$ cat src/common/knightPkg.sv
package knightPkg;

  //////////////////////////////////////////////////////////////////////
  // Command word layout
  //////////////////////////////////////////////////////////////////////

  // Full command from the remote link
  localparam int unsigned CMD_W = 16;

  // Opcode sits in the top nibble
  localparam int unsigned OPC_W = 4;

  // Heading bits carried in the command, just below the opcode
  localparam int unsigned HDG_CMD_W = 8;

  // Square count in the low nibble
  localparam int unsigned SQUARE_W = 4;

  // Internal heading format, command bits land in the top of it
  localparam int unsigned HEADING_W = 12;

  // Forward speed handed to the drive
  localparam int unsigned SPEED_W = 11;

  // Response byte back to the remote
  localparam int unsigned RESP_W = 8;

  //////////////////////////////////////////////////////////////////////
  // Opcodes and responses
  //////////////////////////////////////////////////////////////////////

  localparam logic [OPC_W-1:0] OPC_CAL  = 4'h2;
  localparam logic [OPC_W-1:0] OPC_MOVE = 4'h4;

  // Completed command
  localparam logic [RESP_W-1:0] RESP_ACK = 8'hA5;
  // Unknown or malformed command
  localparam logic [RESP_W-1:0] RESP_NAK = 8'h5A;

  //////////////////////////////////////////////////////////////////////
  // Execute FSM states
  //////////////////////////////////////////////////////////////////////

  typedef enum logic [2:0] {
    IDLE,    // waiting for a request
    CAL,     // gyro calibration running
    SETTLE,  // turning onto the new heading
    RAMP,    // speeding up and counting lines
    COAST,   // slowing down to a stop
    DONE     // one cycle of completion
  } execState_t;

endpackage

$ cat src/verilog/cmdDecode.sv
`timescale 1ns/1ps

module cmdDecode (
  input  logic                            clk,
  input  logic                            rstN,
  input  logic [knightPkg::CMD_W-1:0]     cmd,
  input  logic                            cmdRdy,
  input  logic                            busy,
  output logic                            calReq,
  output logic                            moveReq,
  output logic                            badReq,
  output logic [knightPkg::HEADING_W-1:0] heading,
  output logic [knightPkg::SQUARE_W-1:0]  squares
);

  import knightPkg::*;

  logic [OPC_W-1:0]     opcode;
  logic [HDG_CMD_W-1:0] hdgBits;
  logic [SQUARE_W-1:0]  sqBits;
  logic                 accept;
  logic                 isCal;
  logic                 isMove;

  //////////////////////////////////////////////////////////////////////
  // Field split
  //////////////////////////////////////////////////////////////////////

  // Opcode in the top nibble
  assign opcode  = cmd[CMD_W-1 -: OPC_W];
  // Heading byte right below it
  assign hdgBits = cmd[SQUARE_W +: HDG_CMD_W];
  // Square count in the bottom nibble
  assign sqBits  = cmd[SQUARE_W-1:0];

  // A request already in flight counts as busy too,
  // execute only raises busy one cycle after the pulse
  assign accept = cmdRdy && !busy && !calReq && !moveReq;

  assign isCal  = (opcode == OPC_CAL);
  // Moving zero squares is not a legal move
  assign isMove = (opcode == OPC_MOVE) && (sqBits != '0);

  //////////////////////////////////////////////////////////////////////
  // Request pulses
  //////////////////////////////////////////////////////////////////////

  always_ff @(posedge clk or negedge rstN) begin
    if (!rstN) begin
      calReq  <= 1'b0;
      moveReq <= 1'b0;
      badReq  <= 1'b0;
    end else begin
      // Exactly one of these follows an accepted strobe
      calReq  <= accept && isCal;
      moveReq <= accept && isMove;
      badReq  <= accept && !isCal && !isMove;
    end
  end

  // Payload fields, only meaningful alongside a request pulse
  always_ff @(posedge clk) begin
    if (accept) begin
      // Low nibble of the heading is always zero
      heading <= {hdgBits, {(HEADING_W - HDG_CMD_W){1'b0}}};
      squares <= sqBits;
    end
  end

  //////////////////////////////////////////////////////////////////////
  // Checks
  //////////////////////////////////////////////////////////////////////

  // Never more than one request per cycle
  reqOneHot : assert property (
    @(posedge clk) disable iff (!rstN)
    $onehot0({calReq, moveReq, badReq})
  );

endmodule

$ cat src/moveExecute/speedRamp.sv
`timescale 1ns/1ps

module speedRamp #(
  parameter int unsigned SPEED_INC = 8,
  parameter int unsigned MAX_SPEED = 512
) (
  input  logic                          clk,
  input  logic                          rstN,
  input  logic                          rampUp,
  input  logic                          rampDown,
  output logic [knightPkg::SPEED_W-1:0] frwrdSpeed,
  output logic                          speedZero
);

  import knightPkg::*;

  // Saturation thresholds, compared before stepping so nothing wraps
  localparam logic [SPEED_W-1:0] TOP_STEP = SPEED_W'(MAX_SPEED - SPEED_INC);
  localparam logic [SPEED_W-1:0] INC      = SPEED_W'(SPEED_INC);

  //////////////////////////////////////////////////////////////////////
  // Speed register
  //////////////////////////////////////////////////////////////////////

  always_ff @(posedge clk or negedge rstN) begin
    if (!rstN) begin
      frwrdSpeed <= '0;
    end else if (rampUp) begin
      // Clip at the ceiling
      if (frwrdSpeed >= TOP_STEP) begin
        frwrdSpeed <= SPEED_W'(MAX_SPEED);
      end else begin
        frwrdSpeed <= frwrdSpeed + INC;
      end
    end else if (rampDown) begin
      // Clip at a standstill
      if (frwrdSpeed <= INC) begin
        frwrdSpeed <= '0;
      end else begin
        frwrdSpeed <= frwrdSpeed - INC;
      end
    end
  end

  // Execute waits on this before completing
  assign speedZero = (frwrdSpeed == '0);

  //////////////////////////////////////////////////////////////////////
  // Checks
  //////////////////////////////////////////////////////////////////////

  speedCeiling : assert property (
    @(posedge clk) disable iff (!rstN)
    frwrdSpeed <= SPEED_W'(MAX_SPEED)
  );

  // Execute never asks for both directions
  rampExclusive : assert property (
    @(posedge clk) disable iff (!rstN)
    !(rampUp && rampDown)
  );

endmodule

$ cat src/moveExecute/moveExecute.sv
`timescale 1ns/1ps

module moveExecute #(
  parameter int unsigned SPEED_INC     = 8,
  parameter int unsigned MAX_SPEED     = 512,
  parameter int unsigned HEADING_TOL   = 48,
  parameter int unsigned SETTLE_CYCLES = 8
) (
  input  logic                                   clk,
  input  logic                                   rstN,
  input  logic                                   calReq,
  input  logic                                   moveReq,
  input  logic        [knightPkg::HEADING_W-1:0] heading,
  input  logic        [knightPkg::SQUARE_W-1:0]  squares,
  input  logic                                   calDone,
  input  logic signed [knightPkg::HEADING_W-1:0] headingErr,
  input  logic                                   lineCross,
  output logic                                   strtCal,
  output logic        [knightPkg::HEADING_W-1:0] desiredHeading,
  output logic                                   moving,
  output logic        [knightPkg::SPEED_W-1:0]   frwrdSpeed,
  output logic                                   busy,
  output logic                                   cmdDone
);

  import knightPkg::*;

  // Counter widths
  localparam int unsigned SETTLE_W = $clog2(SETTLE_CYCLES + 1);
  // Two lines per square needs one extra bit
  localparam int unsigned LINE_W   = SQUARE_W + 1;

  execState_t          state;
  execState_t          nextState;
  logic [SETTLE_W-1:0] settleCnt;
  logic [LINE_W-1:0]   lineCnt;
  logic [LINE_W-1:0]   lineTarget;
  logic [HEADING_W-1:0] absErr;
  logic                inTol;
  logic                settled;
  logic                lastCross;
  logic                rampUp;
  logic                rampDown;
  logic                speedZero;

  //////////////////////////////////////////////////////////////////////
  // Heading settle detect
  //////////////////////////////////////////////////////////////////////

  // Magnitude of the controller error
  assign absErr  = headingErr[HEADING_W-1] ? HEADING_W'(-headingErr) : headingErr;
  assign inTol   = (absErr <= HEADING_W'(HEADING_TOL));
  // Last in-tolerance cycle of the run
  assign settled = inTol && (settleCnt == SETTLE_W'(SETTLE_CYCLES - 1));

  // Final crossing of the move
  assign lastCross = lineCross && (lineCnt + 1'b1 == lineTarget);

  // Ramp commands follow the state directly
  assign rampUp   = (state == RAMP);
  assign rampDown = (state == COAST);

  //////////////////////////////////////////////////////////////////////
  // FSM
  //////////////////////////////////////////////////////////////////////

  always_comb begin
    nextState = state;
    case (state)
      IDLE: begin
        if (calReq) begin
          nextState = CAL;
        end else if (moveReq) begin
          nextState = SETTLE;
        end
      end
      // Skip the strtCal cycle since the gyro may still show the old done level
      CAL:     if (calDone && !strtCal) nextState = DONE;
      SETTLE:  if (settled) nextState = RAMP;
      RAMP:    if (lastCross) nextState = COAST;
      COAST:   if (speedZero) nextState = DONE;
      DONE:    nextState = IDLE;
      default: nextState = IDLE;
    endcase
  end

  always_ff @(posedge clk or negedge rstN) begin
    if (!rstN) begin
      state          <= IDLE;
      busy           <= 1'b0;
      strtCal        <= 1'b0;
      cmdDone        <= 1'b0;
      moving         <= 1'b0;
      desiredHeading <= '0;
    end else begin
      state   <= nextState;
      busy    <= (nextState != IDLE);
      strtCal <= (state == IDLE) && calReq;
      // High for the single DONE cycle
      cmdDone <= (nextState == DONE);
      if ((state == IDLE) && moveReq) begin
        desiredHeading <= heading;
      end
      // Drive enable from settled heading until the stop
      if ((state == SETTLE) && settled) begin
        moving <= 1'b1;
      end else if (nextState == DONE) begin
        moving <= 1'b0;
      end
    end
  end

  //////////////////////////////////////////////////////////////////////
  // Settle and line counters
  //////////////////////////////////////////////////////////////////////

  always_ff @(posedge clk or negedge rstN) begin
    if (!rstN) begin
      settleCnt  <= '0;
      lineCnt    <= '0;
      lineTarget <= '0;
    end else begin
      // Any out-of-tolerance cycle restarts the run
      if ((state == SETTLE) && inTol && !settled) begin
        settleCnt <= settleCnt + 1'b1;
      end else begin
        settleCnt <= '0;
      end
      if ((state == IDLE) && moveReq) begin
        lineCnt    <= '0;
        lineTarget <= {squares, 1'b0};
      end else if ((state == RAMP) && lineCross) begin
        lineCnt <= lineCnt + 1'b1;
      end
    end
  end

  // Forward speed profile
  speedRamp #(
    .SPEED_INC (SPEED_INC),
    .MAX_SPEED (MAX_SPEED)
  ) iRamp (
    .clk        (clk),
    .rstN       (rstN),
    .rampUp     (rampUp),
    .rampDown   (rampDown),
    .frwrdSpeed (frwrdSpeed),
    .speedZero  (speedZero)
  );

  //////////////////////////////////////////////////////////////////////
  // Checks
  //////////////////////////////////////////////////////////////////////

  // Stray line pulses between commands are ignored
  idleLineIgnored : assert property (
    @(posedge clk) disable iff (!rstN)
    ((state == IDLE) && lineCross && !moveReq) |=> $stable(lineCnt)
  );

  // Decode relies on busy for the whole command
  // and no new request reaches an active execute
  busyWhenActive : assert property (
    @(posedge clk) disable iff (!rstN)
    (state != IDLE) |-> (busy && !calReq && !moveReq)
  );

endmodule

$ cat src/verilog/respGen.sv
`timescale 1ns/1ps

module respGen (
  input  logic                         clk,
  input  logic                         rstN,
  input  logic                         cmdDone,
  input  logic                         badReq,
  output logic [knightPkg::RESP_W-1:0] resp,
  output logic                         sendResp
);

  import knightPkg::*;

  //////////////////////////////////////////////////////////////////////
  // Response byte and strobe
  //////////////////////////////////////////////////////////////////////

  always_ff @(posedge clk or negedge rstN) begin
    if (!rstN) begin
      resp     <= '0;
      sendResp <= 1'b0;
    end else begin
      // One strobe per finished or rejected command
      sendResp <= cmdDone || badReq;
      // Byte stays put until the next event
      if (cmdDone) begin
        resp <= RESP_ACK;
      end else if (badReq) begin
        resp <= RESP_NAK;
      end
    end
  end

  //////////////////////////////////////////////////////////////////////
  // Checks
  //////////////////////////////////////////////////////////////////////

  // Decode only accepts while execute is idle,
  // so a rejection cannot land on a completion
  doneBadExclusive : assert property (
    @(posedge clk) disable iff (!rstN)
    !(cmdDone && badReq)
  );

endmodule

$ cat src/verilog/knightCmdCore.sv
`timescale 1ns/1ps

module knightCmdCore #(
  parameter int unsigned SPEED_INC     = 8,
  parameter int unsigned MAX_SPEED     = 512,
  parameter int unsigned HEADING_TOL   = 48,
  parameter int unsigned SETTLE_CYCLES = 8
) (
  input  logic                                   clk,
  input  logic                                   rstN,
  input  logic        [knightPkg::CMD_W-1:0]     cmd,
  input  logic                                   cmdRdy,
  input  logic                                   calDone,
  input  logic signed [knightPkg::HEADING_W-1:0] headingErr,
  input  logic                                   lineCross,
  output logic                                   strtCal,
  output logic        [knightPkg::HEADING_W-1:0] desiredHeading,
  output logic                                   moving,
  output logic        [knightPkg::SPEED_W-1:0]   frwrdSpeed,
  output logic        [knightPkg::RESP_W-1:0]    resp,
  output logic                                   sendResp
);

  import knightPkg::*;

  // Decode to execute
  logic                 calReq;
  logic                 moveReq;
  logic                 badReq;
  logic [HEADING_W-1:0] heading;
  logic [SQUARE_W-1:0]  squares;
  // Execute back to decode and on to result
  logic                 busy;
  logic                 cmdDone;

  //////////////////////////////////////////////////////////////////////
  // Command decode
  //////////////////////////////////////////////////////////////////////

  cmdDecode iDecode (
    .clk     (clk),
    .rstN    (rstN),
    .cmd     (cmd),
    .cmdRdy  (cmdRdy),
    .busy    (busy),
    .calReq  (calReq),
    .moveReq (moveReq),
    .badReq  (badReq),
    .heading (heading),
    .squares (squares)
  );

  //////////////////////////////////////////////////////////////////////
  // Execute, owns the speed ramp
  //////////////////////////////////////////////////////////////////////

  moveExecute #(
    .SPEED_INC     (SPEED_INC),
    .MAX_SPEED     (MAX_SPEED),
    .HEADING_TOL   (HEADING_TOL),
    .SETTLE_CYCLES (SETTLE_CYCLES)
  ) iExecute (
    .clk            (clk),
    .rstN           (rstN),
    .calReq         (calReq),
    .moveReq        (moveReq),
    .heading        (heading),
    .squares        (squares),
    .calDone        (calDone),
    .headingErr     (headingErr),
    .lineCross      (lineCross),
    .strtCal        (strtCal),
    .desiredHeading (desiredHeading),
    .moving         (moving),
    .frwrdSpeed     (frwrdSpeed),
    .busy           (busy),
    .cmdDone        (cmdDone)
  );

  // Response back to the remote
  respGen iResp (
    .clk      (clk),
    .rstN     (rstN),
    .cmdDone  (cmdDone),
    .badReq   (badReq),
    .resp     (resp),
    .sendResp (sendResp)
  );

endmodule

$ cat config.mk
export PLATFORM = sky130hd
export DESIGN_NAME = knightCmdCore
export DESIGN_NICKNAME = d
export VERILOG_FILES = /design/src/common/knightPkg.sv /design/src/verilog/cmdDecode.sv /design/src/moveExecute/speedRamp.sv /design/src/moveExecute/moveExecute.sv /design/src/verilog/respGen.sv /design/src/verilog/knightCmdCore.sv
export SDC_FILE = /design/constraint.sdc
export NUM_CORES = 1
export LEC_CHECK = 0
export BUFFER_PORTS_ARGS = -buffer_cell sky130_fd_sc_hd__buf_2
export CORE_MARGIN = 3
export CORE_UTILIZATION = 40
export CTS_BUF_LIST = sky130_fd_sc_hd__clkbuf_2
export CTS_CLUSTER_DIAMETER = 40
export DETAILED_ROUTE_END_ITERATION = 8
export GPL_ROUTABILITY_DRIVEN = 0
export SYNTH_ARGS = -nofsm -noshare
export SYNTH_HDL_FRONTEND = slang
export SYNTH_SLANG_ARGS = --single-unit
export TNS_END_PERCENT = 30
$ cat constraint.sdc
create_clock -name clk -period 2.8 [get_ports clk]
set_input_delay 0.14 -clock clk [delete_from_list [all_inputs] [get_ports clk]]
set_output_delay 0.14 -clock clk [all_outputs]
set_load 0.05 [all_outputs]
==> results of run 1 <==
## state kept, by name, summed over array words and instances, names as in the netlist
name and count:
iExecute.state 3, iExecute.cmdDone 1, iExecute.desiredHeading 8, iExecute.settleCnt 4, iDecode.squares 4, iResp.resp 2
iExecute.strtCal 1, iExecute.iRamp.frwrdSpeed 8, iExecute.lineTarget 4, iDecode.moveReq 1, iDecode.calReq 1, iResp.sendResp 1
iExecute.moving 1, iExecute.lineCnt 5, iDecode.badReq 1, iExecute.busy 1, iDecode.heading 8
## cells in the mapped netlist (3+ instances only)
master	count	area share [%]
mux2_2	12	4.6
inv_1	12	1.5
nand3b_1	3	0.77
o21ai_0	6	1.0
edfxtp_1	12	12
xor2_1	5	1.5
mux2i_1	5	1.7
nor3_1	11	1.9
dfrtp_1	42	36
ha_1	6	2.6
xnor2_1	3	0.90
nor2_1	20	2.6
buf_4	13	3.4
nand4_1	5	1.1
nand3_1	11	1.9
nand2_1	27	3.5
o31ai_1	3	0.77
clkbuf_1	7	0.90
and2_1	3	0.64
a21oi_1	13	2.2
a311oi_1	3	0.90
nand2b_1	3	0.64
nand4b_1	3	0.90
nor4_1	4	0.86
or3_1	3	0.64
## power breakdown
| group | internal (mW) | switching (mW) |
|---|---|---|
| logic | 0.380 | 0.798 |
| registers | 0.923 | 0.164 |
| clock network | 0.149 | 0.258 |
| total | 1.45 | 1.22 |
## how the worst max path moves through the flow
stage,cells after the start,endpoint,startpoint
2_1_floorplan,1,iDecode.heading[10],iDecode.moveReq
3_3_place_gp,5,iExecute.iRamp.frwrdSpeed[7],iExecute.iRamp.frwrdSpeed[6]
3_5_place_dp,5,iExecute.iRamp.frwrdSpeed[7],iExecute.iRamp.frwrdSpeed[6]
4_1_cts,4,iExecute.iRamp.frwrdSpeed[10],iExecute.iRamp.frwrdSpeed[6]
5_1_grt,5,iExecute.iRamp.frwrdSpeed[7],iExecute.iRamp.frwrdSpeed[6]
6_report,5,iExecute.iRamp.frwrdSpeed[7],iExecute.iRamp.frwrdSpeed[6]
## layer usage
| layer | vias up | GRT usage, % |
|---|---|---|
| met5 | - | 0 |
| met4 | 0 | 4.40 |
| met3 | 7 | 3.65 |
| met2 | 76 | 25.1 |
| met1 | 1150 | 20.3 |
| li1 | 1168 | - |
## metrics by stage
stage	instances	cell area, µm²	power, mW
final	452	3490	2.67
after global routing	452	3490	2.87
after CTS	452	3490	2.69
after detailed placement	426	3240	2.26
after global placement	426	3240	2.26
after floorplan	291	2940	2.04
## area by class of cell
| class | count | area [µm²] | area share, % |
|---|---|---|---|
| Clock buffer | 5 | 25.0 | 0.718 |
| Clock inverter | 3 | 45.0 | 1.29 |
| Inverter | 12 | 45.0 | 1.29 |
| Multi-Input combinational cell | 202 | 1340 | 38.5 |
| Sequential cell | 54 | 1410 | 40.5 |
| Tap cell | 96 | 120 | 3.45 |
| Timing Repair Buffer | 80 | 498 | 14.3 |
## cells by family (layout without fill, tap and decap cells)
logic type	Yosys count	after routing	synth area share, %
DFF	54	54	48.5
muxes	17	17	6.36
buffers and inverters	35	100	6.49
and+or+nand+nor	110	110	20.1
other	1	7	0.129
xor gates and xnor gates	8	8	2.41
adders and majority gates	6	6	2.58
AOI/OAI and AO/OA	54	54	13.5
## worst register-to-register path, delay by kind of cell (launching register included)
kind / cells / cell delay [ns]
AO/OA/AOI/OAI: 4 / 1.04
AND/OR/NAND/NOR: 1 / 0.60
flip-flops: 1 / 0.53
## placed cells by master, fill, tap and decap left out, drive strengths merged, types with 5 or more instances in the layout
master | synthesis | routed
nand3 | 11 | 11
edfxtp | 12 | 12
buf | 16 | 62
o21ai | 6 | 6
nor3 | 11 | 11
ha | 6 | 6
nor2 | 20 | 20
mux2i | 5 | 5
xor2 | 5 | 5
dfrtp | 42 | 42
clkbuf | 7 | 5
nand4 | 5 | 5
conb | 1 | 7
nand2 | 27 | 27
inv | 12 | 12
a21oi | 13 | 13
mux2 | 12 | 12
dlygate4sd3 | 0 | 18
==> flow_metrics.env, run 1 <==
export IMPL_status="finished clean"
export IMPL_finish_net_count=394
export IMPL_slew_violations=0
export IMPL_grt_pass1_wl_um=10600
export IMPL_hold_ws_ns=0.0159
export IMPL_synth_seq_cells=54
export IMPL_clk_path_buf_depth=2
export IMPL_setup_tns_ns=0
export IMPL_wl_met3_um=387
export IMPL_avgViaCountPerCell=5.31
export IMPL_post_cts_buffers=0
export IMPL_rsz0062_at_grt="no"
export IMPL_cts_resized_gates=0
export IMPL_antenna_found_initial=0
export IMPL_synthFlopType="dfrtp_1"
export IMPL_max_freq_mhz=449
export IMPL_whs_path_depth=3
export IMPL_max_slew_margin_pct=38.2
export IMPL_period_share_pct=79.5
export IMPL_drtIter0Drc=107
export IMPL_clk_pin_slew_ns=0.29
export IMPL_hold_class="in2reg"
export IMPL_worstPathMaxFanout=9
export IMPL_routed_top_layer="met4"
export IMPL_avgRoutedWirePerCell_um=13.5
export IMPL_crit_path_top_delay_cell="or4_4"
export IMPL_finalCriticalPeriod_ns=2.23
export IMPL_synth_edf_count=12
export IMPL_critPathMostFrequentCell="a21oi_1"
export IMPL_ys_warn_count=0
export IMPL_hold_path_end="iDecode.badReq"
export IMPL_setup_viol=0
export IMPL_insertion_delay_ns=0.44
export IMPL_r2r_end="iExecute.iRamp.frwrdSpeed[7]"
export IMPL_dr_pass1_iters=4
export IMPL_cpLargestDelayFamily="compound AO/OA/AOI/OAI gates"
export IMPL_die_area_mm2=0.00834
export IMPL_numCtsBuffers=5
export IMPL_syn_area_per_cell_um2=10.2
export IMPL_fin_skew_ns=0.0184
export IMPL_critPathMaxStageDelay_ns=0.59
export IMPL_r2r_start="iExecute.iRamp.frwrdSpeed[6]"
export IMPL_cp_end_kind="flop"
export IMPL_io_pins=67
export IMPL_gr_total_overflow=0
export IMPL_worst_slew_pin_slew_ns=0.928
export IMPL_pre_cts_ws_ns=0.640
export IMPL_tritoncts="yes"
export IMPL_drt_drc_violations_left=0
export IMPL_std_cell_rows=30
export IMPL_cts_sink_count=54
export IMPL_syn_area_mm2=0.00291
export IMPL_worstHoldStart="cmd[15]"
export IMPL_worstPathArrival_ns=2.58
export IMPL_core_region_area_mm2=0.00694
export IMPL_final_core_util_pct=50.2
export IMPL_wl_met1_um=2730
export IMPL_grt_pass1_vias=2325
export IMPL_portBuffers=59
export IMPL_crit_buf_inv=0
export IMPL_maxCapViolCount=0
export IMPL_met2_length_um=2900
export IMPL_ant_nets=0
export IMPL_path_cells="or4_4 -> o41ai_2 -> a21oi_1 -> a311oi_1 -> a21oi_1"
export IMPL_critPathKind="reg2reg"
export IMPL_hpwl_um=4320
export IMPL_holdBufCountCts=18
export IMPL_h_tree_depth=2
export IMPL_grt_max_degree=43
export IMPL_root_buffer="clkbuf_2"
export IMPL_critPathRequiredTime_ns=3.15
export IMPL_antennaDiodeCount=0
export IMPL_fp_dieW_um=91.3
export IMPL_seq_area_frac_synth_pct=48.5
export IMPL_initial_utilization_pct=41.9
export IMPL_p_leak_nw=1.63
export IMPL_fin_ws_ns=0.573
export IMPL_n_fill_cell=643
export IMPL_ff2ff_setup_slack_ns=0.57
export IMPL_hold_violations=0
export IMPL_critPathLaunchType="flop"
export IMPL_r2r_cells=5
export IMPL_powerDensity_mw_per_mm2=766
export IMPL_num_vias=2401
export IMPL_die_y_um=91.3
export IMPL_grt_use_total_pct=15.4
export IMPL_netlist_instances=285
export IMPL_yosysUniqueCellTypes=64
export IMPL_ir_worst_vdd_mv=0.293
export IMPL_area_delta_synth_final_pct=19.7
export IMPL_wl_um=6080
export IMPL_async_flop_share_pct=77.8
export IMPL_layout_drive_gt1_share_pct=25.0
(Power assumes the default switching activity.)
==> inputs of run 2 (changes only) <==
- ABC_AREA: not set -> 1
- clock period: 2.8 -> 2 ns (I/O delays scaled with it)
==> run 2 against run 1 <==
Against the previous run: critical path depth stayed put; fmax increased by 22%; power rose by 40%; via count up 6.5%; non-clock buffer count stayed put; critical path type unchanged; critical endpoint is now iDecode.calReq.
==> flow_metrics.env, run 2 <==
export IMPL_top_regs="iDecode.heading (8), iExecute.desiredHeading (8), iExecute.iRamp.frwrdSpeed (8)"
export IMPL_gr_total_overflow=0
export IMPL_synth_seq_cells=54
export IMPL_yosys_top_cells_area="dfrtp_1 34%, nand2_1 12%, edfxtp_1 12%"
export IMPL_crit_buf_inv=3
export IMPL_antennaDiodeCount=0
export IMPL_crit_path_top_delay_cell="dlygate4sd3_1"
export IMPL_syn_area_mm2=0.00311
export IMPL_finish_net_count=491
export IMPL_drtIter0Drc=106
export IMPL_hold_path_end="iDecode.badReq"
export IMPL_async_flop_share_pct=77.8
export IMPL_grt_max_degree=43
export IMPL_cp_end_kind="flop"
export IMPL_dr_pass1_iters=6
export IMPL_ir_worst_vdd_mv=0.403
export IMPL_area_delta_synth_final_pct=18.2
export IMPL_synth_edf_count=12
export IMPL_worstHoldStart="cmd[15]"
export IMPL_yosysUniqueCellTypes=38
export IMPL_fin_cells=552
export IMPL_clk_path_buf_depth=2
export IMPL_worstPathMaxFanout=9
export IMPL_worstPathArrival_ns=2.24
export IMPL_yosysTopAreaCell="dfrtp_1"
export IMPL_h_tree_depth=2
export IMPL_finalCriticalPeriod_ns=1.82
export IMPL_combPwrFrac_pct=44.1
export IMPL_ant_nets=0
export IMPL_critPathMostFrequentCell="inv_1"
export IMPL_netlist_instances=377
export IMPL_hpwl_um=4420
export IMPL_setup_tns_ns=0
export IMPL_critPathKind="reg2reg"
export IMPL_ff2ff_setup_slack_ns=0.18
export IMPL_power_internal_mw=1.97
export IMPL_hold_violations=0
export IMPL_slew_violations=0
export IMPL_layout_drive_gt1_share_pct=25.4
export IMPL_grt_pass1_wl_um=10200
export IMPL_r2r_end="iDecode.calReq"
export IMPL_p_switching_mw=1.78
export IMPL_avgViaCountPerCell=4.63
export IMPL_pwr_share_seq_pct=43.3
export IMPL_period_share_pct=91.2
export IMPL_max_freq_mhz=548
export IMPL_critPathMaxStageDelay_ns=0.59
export IMPL_avgRoutedWirePerCell_um=10.9
export IMPL_clk_pin_slew_ns=0.29
export IMPL_status="finished clean"
export IMPL_powerDensity_mw_per_mm2=1020
export IMPL_p_leak_nw=1.91
export IMPL_cpLargestDelayFamily="buffers and inverters"
export IMPL_critPathRequiredTime_ns=2.42
export IMPL_r2r_start="iDecode.moveReq"
export IMPL_final_cell_mix="103 x nand2_1, 59 x buf_2, 44 x inv_1, 42 x dfrtp_1, 28 x nor2_1"
export IMPL_antenna_found_initial=0
export IMPL_grt_use_total_pct=14.2
export IMPL_ys_warn_count=0
export IMPL_critPathLaunchType="flop"
export IMPL_clockPowerShare_pct=12.6
export IMPL_syn_area_per_cell_um2=8.25
export IMPL_hold_class="in2reg"
export IMPL_worst_slew_pin_slew_ns=0.543
export IMPL_std_cell_rows=31
export IMPL_fp_dieW_um=94.2
export IMPL_wl_um=5990
export IMPL_yosysTopAreaCellShare_pct=33.8
export IMPL_root_buffer="clkbuf_2"
export IMPL_post_cts_buffers=0
export IMPL_die_y_um=94.2
export IMPL_whs_path_depth=5
export IMPL_hold_ws_ns=0.0738
export IMPL_synthFlopType="dfrtp_1"
export IMPL_p_sw_share_pct=47.5
export IMPL_tritoncts="yes"
export IMPL_seq_area_frac_synth_pct=45.4
export IMPL_grt_pass1_vias=2347
export IMPL_fin_skew_ns=0.0340
export IMPL_path_cells="inv_1 -> and3_2 -> inv_1 -> nor4_1 -> dlygate4sd3_1"
export IMPL_die_area_mm2=0.00887
export IMPL_maxCapViolCount=0
export IMPL_setup_viol=0
export IMPL_drt_drc_violations_left=0
export IMPL_num_vias=2557
export IMPL_cts_sink_count=54
export IMPL_core_region_area_mm2=0.00741
export IMPL_insertion_delay_ns=0.46
export IMPL_synth_most_common_cell="nand2_1"
export IMPL_io_pins=67
export IMPL_rsz0062_at_grt="no"
export IMPL_r2r_cells=5
export IMPL_max_slew_margin_pct=63.8
export IMPL_synthTopCellsByCount="103 x nand2_1, 44 x inv_1, 42 x dfrtp_1, 28 x nor2_1, 22 x nand3_1"
export IMPL_numCtsBuffers=5
export IMPL_final_common_cell="nand2_1"
export IMPL_placedCellCount=526
export IMPL_initial_utilization_pct=42.0
export IMPL_portBuffers=59
[run 2: cell count changes after synthesis, moves of 5 or more]
cell and change:
mux2_2 -12, clkbuf_1 -7, nand3_1 +11, nor2_2 +7, inv_2 +10, nand2_1 +76
mux2i_1 -5, nor2_1 +8, inv_1 +32, nor2_4 +8, nor3_1 -8
[run 2: area by class of cell]
type                            count  area, µm²
Inverter                           56        215
Timing Repair Buffer               80        498
Fill cell                         719       3730
Clock buffer                        5       25.0
Multi-Input combinational cell    255       1380
Clock inverter                      3       26.3
Tap cell                           99        124
Sequential cell                    54       1410
[run 2: worst max-delay path by stage]
stage | from | to | slack (ns) | cells past startpoint
floorplan | iExecute.iRamp.frwrdSpeed[3] | iExecute.iRamp.frwrdSpeed[4] | 0.13 | 8
global placement | iExecute.lineCnt[0] | iExecute.busy | 0.34 | 11
detailed placement | iExecute.lineCnt[0] | iExecute.busy | 0.30 | 11
CTS | iDecode.moveReq | iDecode.calReq | 0.06 | 5
global route | iDecode.moveReq | iDecode.calReq | 0.1 | 5
finish | iDecode.moveReq | iDecode.calReq | 0.18 | 5
[run 2: cells by family (layout without fill, tap and decap cells)]
| logic type | after synthesis | in the layout | share of synthesized area (%) |
|---|---|---|---|
| adder cells (fa/ha/maj) | 6 | 6 | 2.41 |
| buffers and inverters | 74 | 144 | 11.1 |
| AND/OR/NAND/NOR | 201 | 201 | 32.8 |
| flip-flops | 54 | 54 | 45.4 |
| other | 1 | 7 | 0.121 |
| AO/OA/AOI/OAI | 33 | 33 | 5.88 |
| XOR/XNOR | 8 | 8 | 2.25 |
[run 2: power groups by stage]
stage,clock [mW],sequential (mW),combinational (mW)
finish,0.473,1.62,1.65
global route,0.540,1.67,1.84
CTS,0.502,1.63,1.66
detailed placement,0,1.65,1.63
global placement,0,1.65,1.61
floorplan,0,1.97,0.954
[run 2: timing repair]
action | in CTS | in global routing
hold endpoints to repair | 60 | 0
setup endpoints to repair | 0 | 1
hold buffers | 18 | 0
gates resized for setup | 0 | 1
[run 2: tightest hold or removal path: cells and delay by family]
family | cells | cell delay (ns)
buffers and inverters | 2 | 0.15
AND/OR/NAND/NOR | 3 | 0.22
[run 2: metal layers]
| metal | wire (µm) | share of wire [%] | track usage (%) | up-vias |
|---|---|---|---|---|
| met5 | 0 | 0 | 0 | - |
| met4 | 30 | 0.50 | 4.33 | 0 |
| met3 | 316 | 5.3 | 2.88 | 5 |
| met2 | 2810 | 47 | 22.8 | 64 |
| met1 | 2840 | 47 | 19.1 | 1144 |
| li1 | - | - | - | 1344 |
[run 2: per-stage QoR]
| stage | setup WS (ns) | instance area, µm² | total power [mW] | utilization (%) |
|---|---|---|---|---|
| final | 0.177 | 3670 | 3.75 | 49.6 |
| after global routing | 0.0999 | 3670 | 4.04 | 49.6 |
| after detailed placement | 0.299 | 3440 | 3.28 | 46.5 |
| after global placement | 0.341 | 3440 | 3.26 | 46.5 |
| after floorplan | 0.129 | 3130 | 2.93 | - |
| after CTS | 0.0636 | 3670 | 3.79 | 49.6 |
==> inputs of run 3 (changes only) <==
- clock period: 2 -> 1.55 ns (I/O delays scaled with it)
==> run 3 against run 2 <==
Against the previous run: the flow now finishes with violations (setup timing); worst hold slack got worse by 0.065 ns; register-to-register slack worse by 0.32 ns; cell count up 3.1%; routed wire length grew 7.6%; clock power rose by 35%; power is 40% higher; combinational power increased by 50%; sequential share of layout area shrank 1.8 points; non-clock buffer count up 17; clock skew down 0.0056 ns; critical endpoint is now iExecute.iRamp.frwrdSpeed[4]; largest cell class is now multi-input gates.
==> flow_metrics.env, run 3 (synthesis gave the netlist of run 2 again) <==
export IMPL_top_regs="iDecode.heading (8), iExecute.desiredHeading (8), iExecute.iRamp.frwrdSpeed (8)"
export IMPL_clk_path_buf_depth=2
export IMPL_hold_violations=0
export IMPL_fin_cells=569
export IMPL_io_pins=67
export IMPL_path_cells="buf_4 -> ha_4 -> nor2_2 -> nor3_2 -> nor2_4 -> inv_2 -> or2_0 -> a31oi_1"
export IMPL_hold_ws_ns=0.00874
export IMPL_pwr_share_seq_pct=40.5
export IMPL_avgViaCountPerCell=4.61
export IMPL_r2r_cells=8
export IMPL_root_buffer="clkbuf_2"
export IMPL_area_delta_synth_final_pct=25.0
export IMPL_initial_utilization_pct=42.0
export IMPL_critPathRequiredTime_ns=1.97
export IMPL_fin_ws_ns=-0.139
export IMPL_slew_violations=0
export IMPL_numCtsBuffers=5
export IMPL_gr_total_overflow=0
export IMPL_r2r_start="iExecute.iRamp.frwrdSpeed[3]"
export IMPL_clockPowerShare_pct=12.1
export IMPL_critPathMaxStageDelay_ns=0.59
export IMPL_wl_um=6450
export IMPL_placedCellCount=540
export IMPL_avgRoutedWirePerCell_um=11.3
export IMPL_layout_drive_gt1_share_pct=31.7
export IMPL_grt_pass1_wl_um=11200
export IMPL_setup_tns_ns=-0.471
export IMPL_grt_pass1_vias=2520
export IMPL_status="finished with violations"
export IMPL_die_y_um=94.2
export IMPL_setup_viol=8
export IMPL_critPathLaunchType="flop"
export IMPL_tritoncts="yes"
export IMPL_hold_class="in2async"
export IMPL_p_sw_share_pct=46.6
export IMPL_antenna_found_initial=0
export IMPL_die_area_mm2=0.00887
export IMPL_antennaDiodeCount=0
export IMPL_max_freq_mhz=592
export IMPL_multi_input_area_mm2=0.00143
export IMPL_cts_sink_count=54
export IMPL_drt_drc_violations_left=0
export IMPL_fp_dieW_um=94.2
export IMPL_failed_checks="setup timing"
export IMPL_p_leak_nw=1.99
export IMPL_combPwrFrac_pct=47.4
export IMPL_grt_max_degree=29
export IMPL_finalCriticalPeriod_ns=1.69
export IMPL_fin_total_pwr_mw=5.24
export IMPL_worstPathArrival_ns=2.11
export IMPL_final_cell_mix="102 x nand2_1, 59 x buf_2, 41 x inv_1, 34 x dfrtp_1, 25 x nor2_1"
export IMPL_dr_pass1_iters=4
export IMPL_maxCapViolCount=0
export IMPL_endpoint="iExecute.iRamp.frwrdSpeed[4]"
export IMPL_portBuffers=59
export IMPL_finish_net_count=508
export IMPL_rsz0062_at_grt="yes"
export IMPL_hpwl_um=4840
export IMPL_num_vias=2625
export IMPL_cp_startpoint="iExecute.iRamp.frwrdSpeed[3]"
export IMPL_critPathKind="reg2reg"
export IMPL_grt_use_total_pct=15.5
export IMPL_ir_worst_vdd_mv=0.568
export IMPL_h_tree_depth=2
export IMPL_n_fill_cell=729
export IMPL_insertion_delay_ns=0.47
export IMPL_std_cell_rows=31
export IMPL_powerDensity_mw_per_mm2=1350
export IMPL_core_region_area_mm2=0.00741
export IMPL_cp_end_kind="flop"
export IMPL_power_internal_mw=2.80
export IMPL_drtIter0Drc=95
export IMPL_final_common_cell="nand2_1"
export IMPL_crit_path_top_delay_cell="dfrtp_4"
export IMPL_clk_pin_slew_ns=0.31
export IMPL_pre_cts_ws_ns=-0.0910
export IMPL_ant_nets=0
export IMPL_ff2ff_setup_slack_ns=-0.14
export IMPL_fin_skew_ns=0.0284
export IMPL_worstPathMaxFanout=5
export IMPL_p_switching_mw=2.44
export IMPL_r2r_end="iExecute.iRamp.frwrdSpeed[4]"
export IMPL_regArea_mm2=0.00142
export IMPL_period_share_pct=109
-- run 3: worst min-delay path by stage --
stage / endpoint / slack (ns)
floorplan: iDecode.badReq / -0.22
global placement: iExecute.iRamp.frwrdSpeed[3] / 0.03
detailed placement: iExecute.iRamp.frwrdSpeed[3] / 0.04
CTS: iExecute.iRamp.frwrdSpeed[3] / 0.004
global route: iExecute.iRamp.frwrdSpeed[3] / 0.02
finish: iExecute.iRamp.frwrdSpeed[6] / 0.009
-- run 3: power by group through the flow --
stage / Clock (mW) / Sequential [mW] / Combinational [mW]
after floorplan: 0 / 2.60 / 1.30
after global placement: 0 / 2.15 / 2.38
after detailed placement: 0 / 2.16 / 2.40
after CTS: 0.670 / 2.13 / 2.44
after global routing: 0.710 / 2.18 / 2.75
final: 0.637 / 2.12 / 2.48
-- run 3: routing by layer --
metal / GRT usage (%) / wire, µm
met5: 0 / 0
met4: 4.21 / 68
met2: 24.9 / 2970
met3: 3.04 / 315
met1: 21.4 / 3090
-- run 3: layout make-up --
cell class	count	share of cell area, %
flip-flops and latches	54	36.6
clock buffers	5	0.644
clock inverters	3	0.740
multi-input cells	255	36.7
repair buffers	97	16.5
well taps	99	3.19
inverters	56	5.66
-- run 3: critical path, delay by kind of cell (launching register included) --
family | cells | cell delay (ns)
simple gates | 4 | 0.52
compound gates | 1 | 0.18
flops | 1 | 0.59
fa+ha+maj | 1 | 0.15
buf+inv | 2 | 0.21
-- run 3: per-stage QoR --
step                      instance area, µm²  utilization [%]
after global placement                  3620             48.8
after floorplan                         3190                -
after detailed placement                3620             48.8
final                                   3890             52.5
after CTS                               3860             52.2
after global routing                    3890             52.5
-- run 3: timing repair --
item,4_1_cts,5_1_grt
endpoints found under the setup margin,9,13
gates cloned,0,0
pin swaps,1,2
setup buffers,0,2
hold endpoints to repair,59,0
resized for setup,2,5
hold buffers,19,0
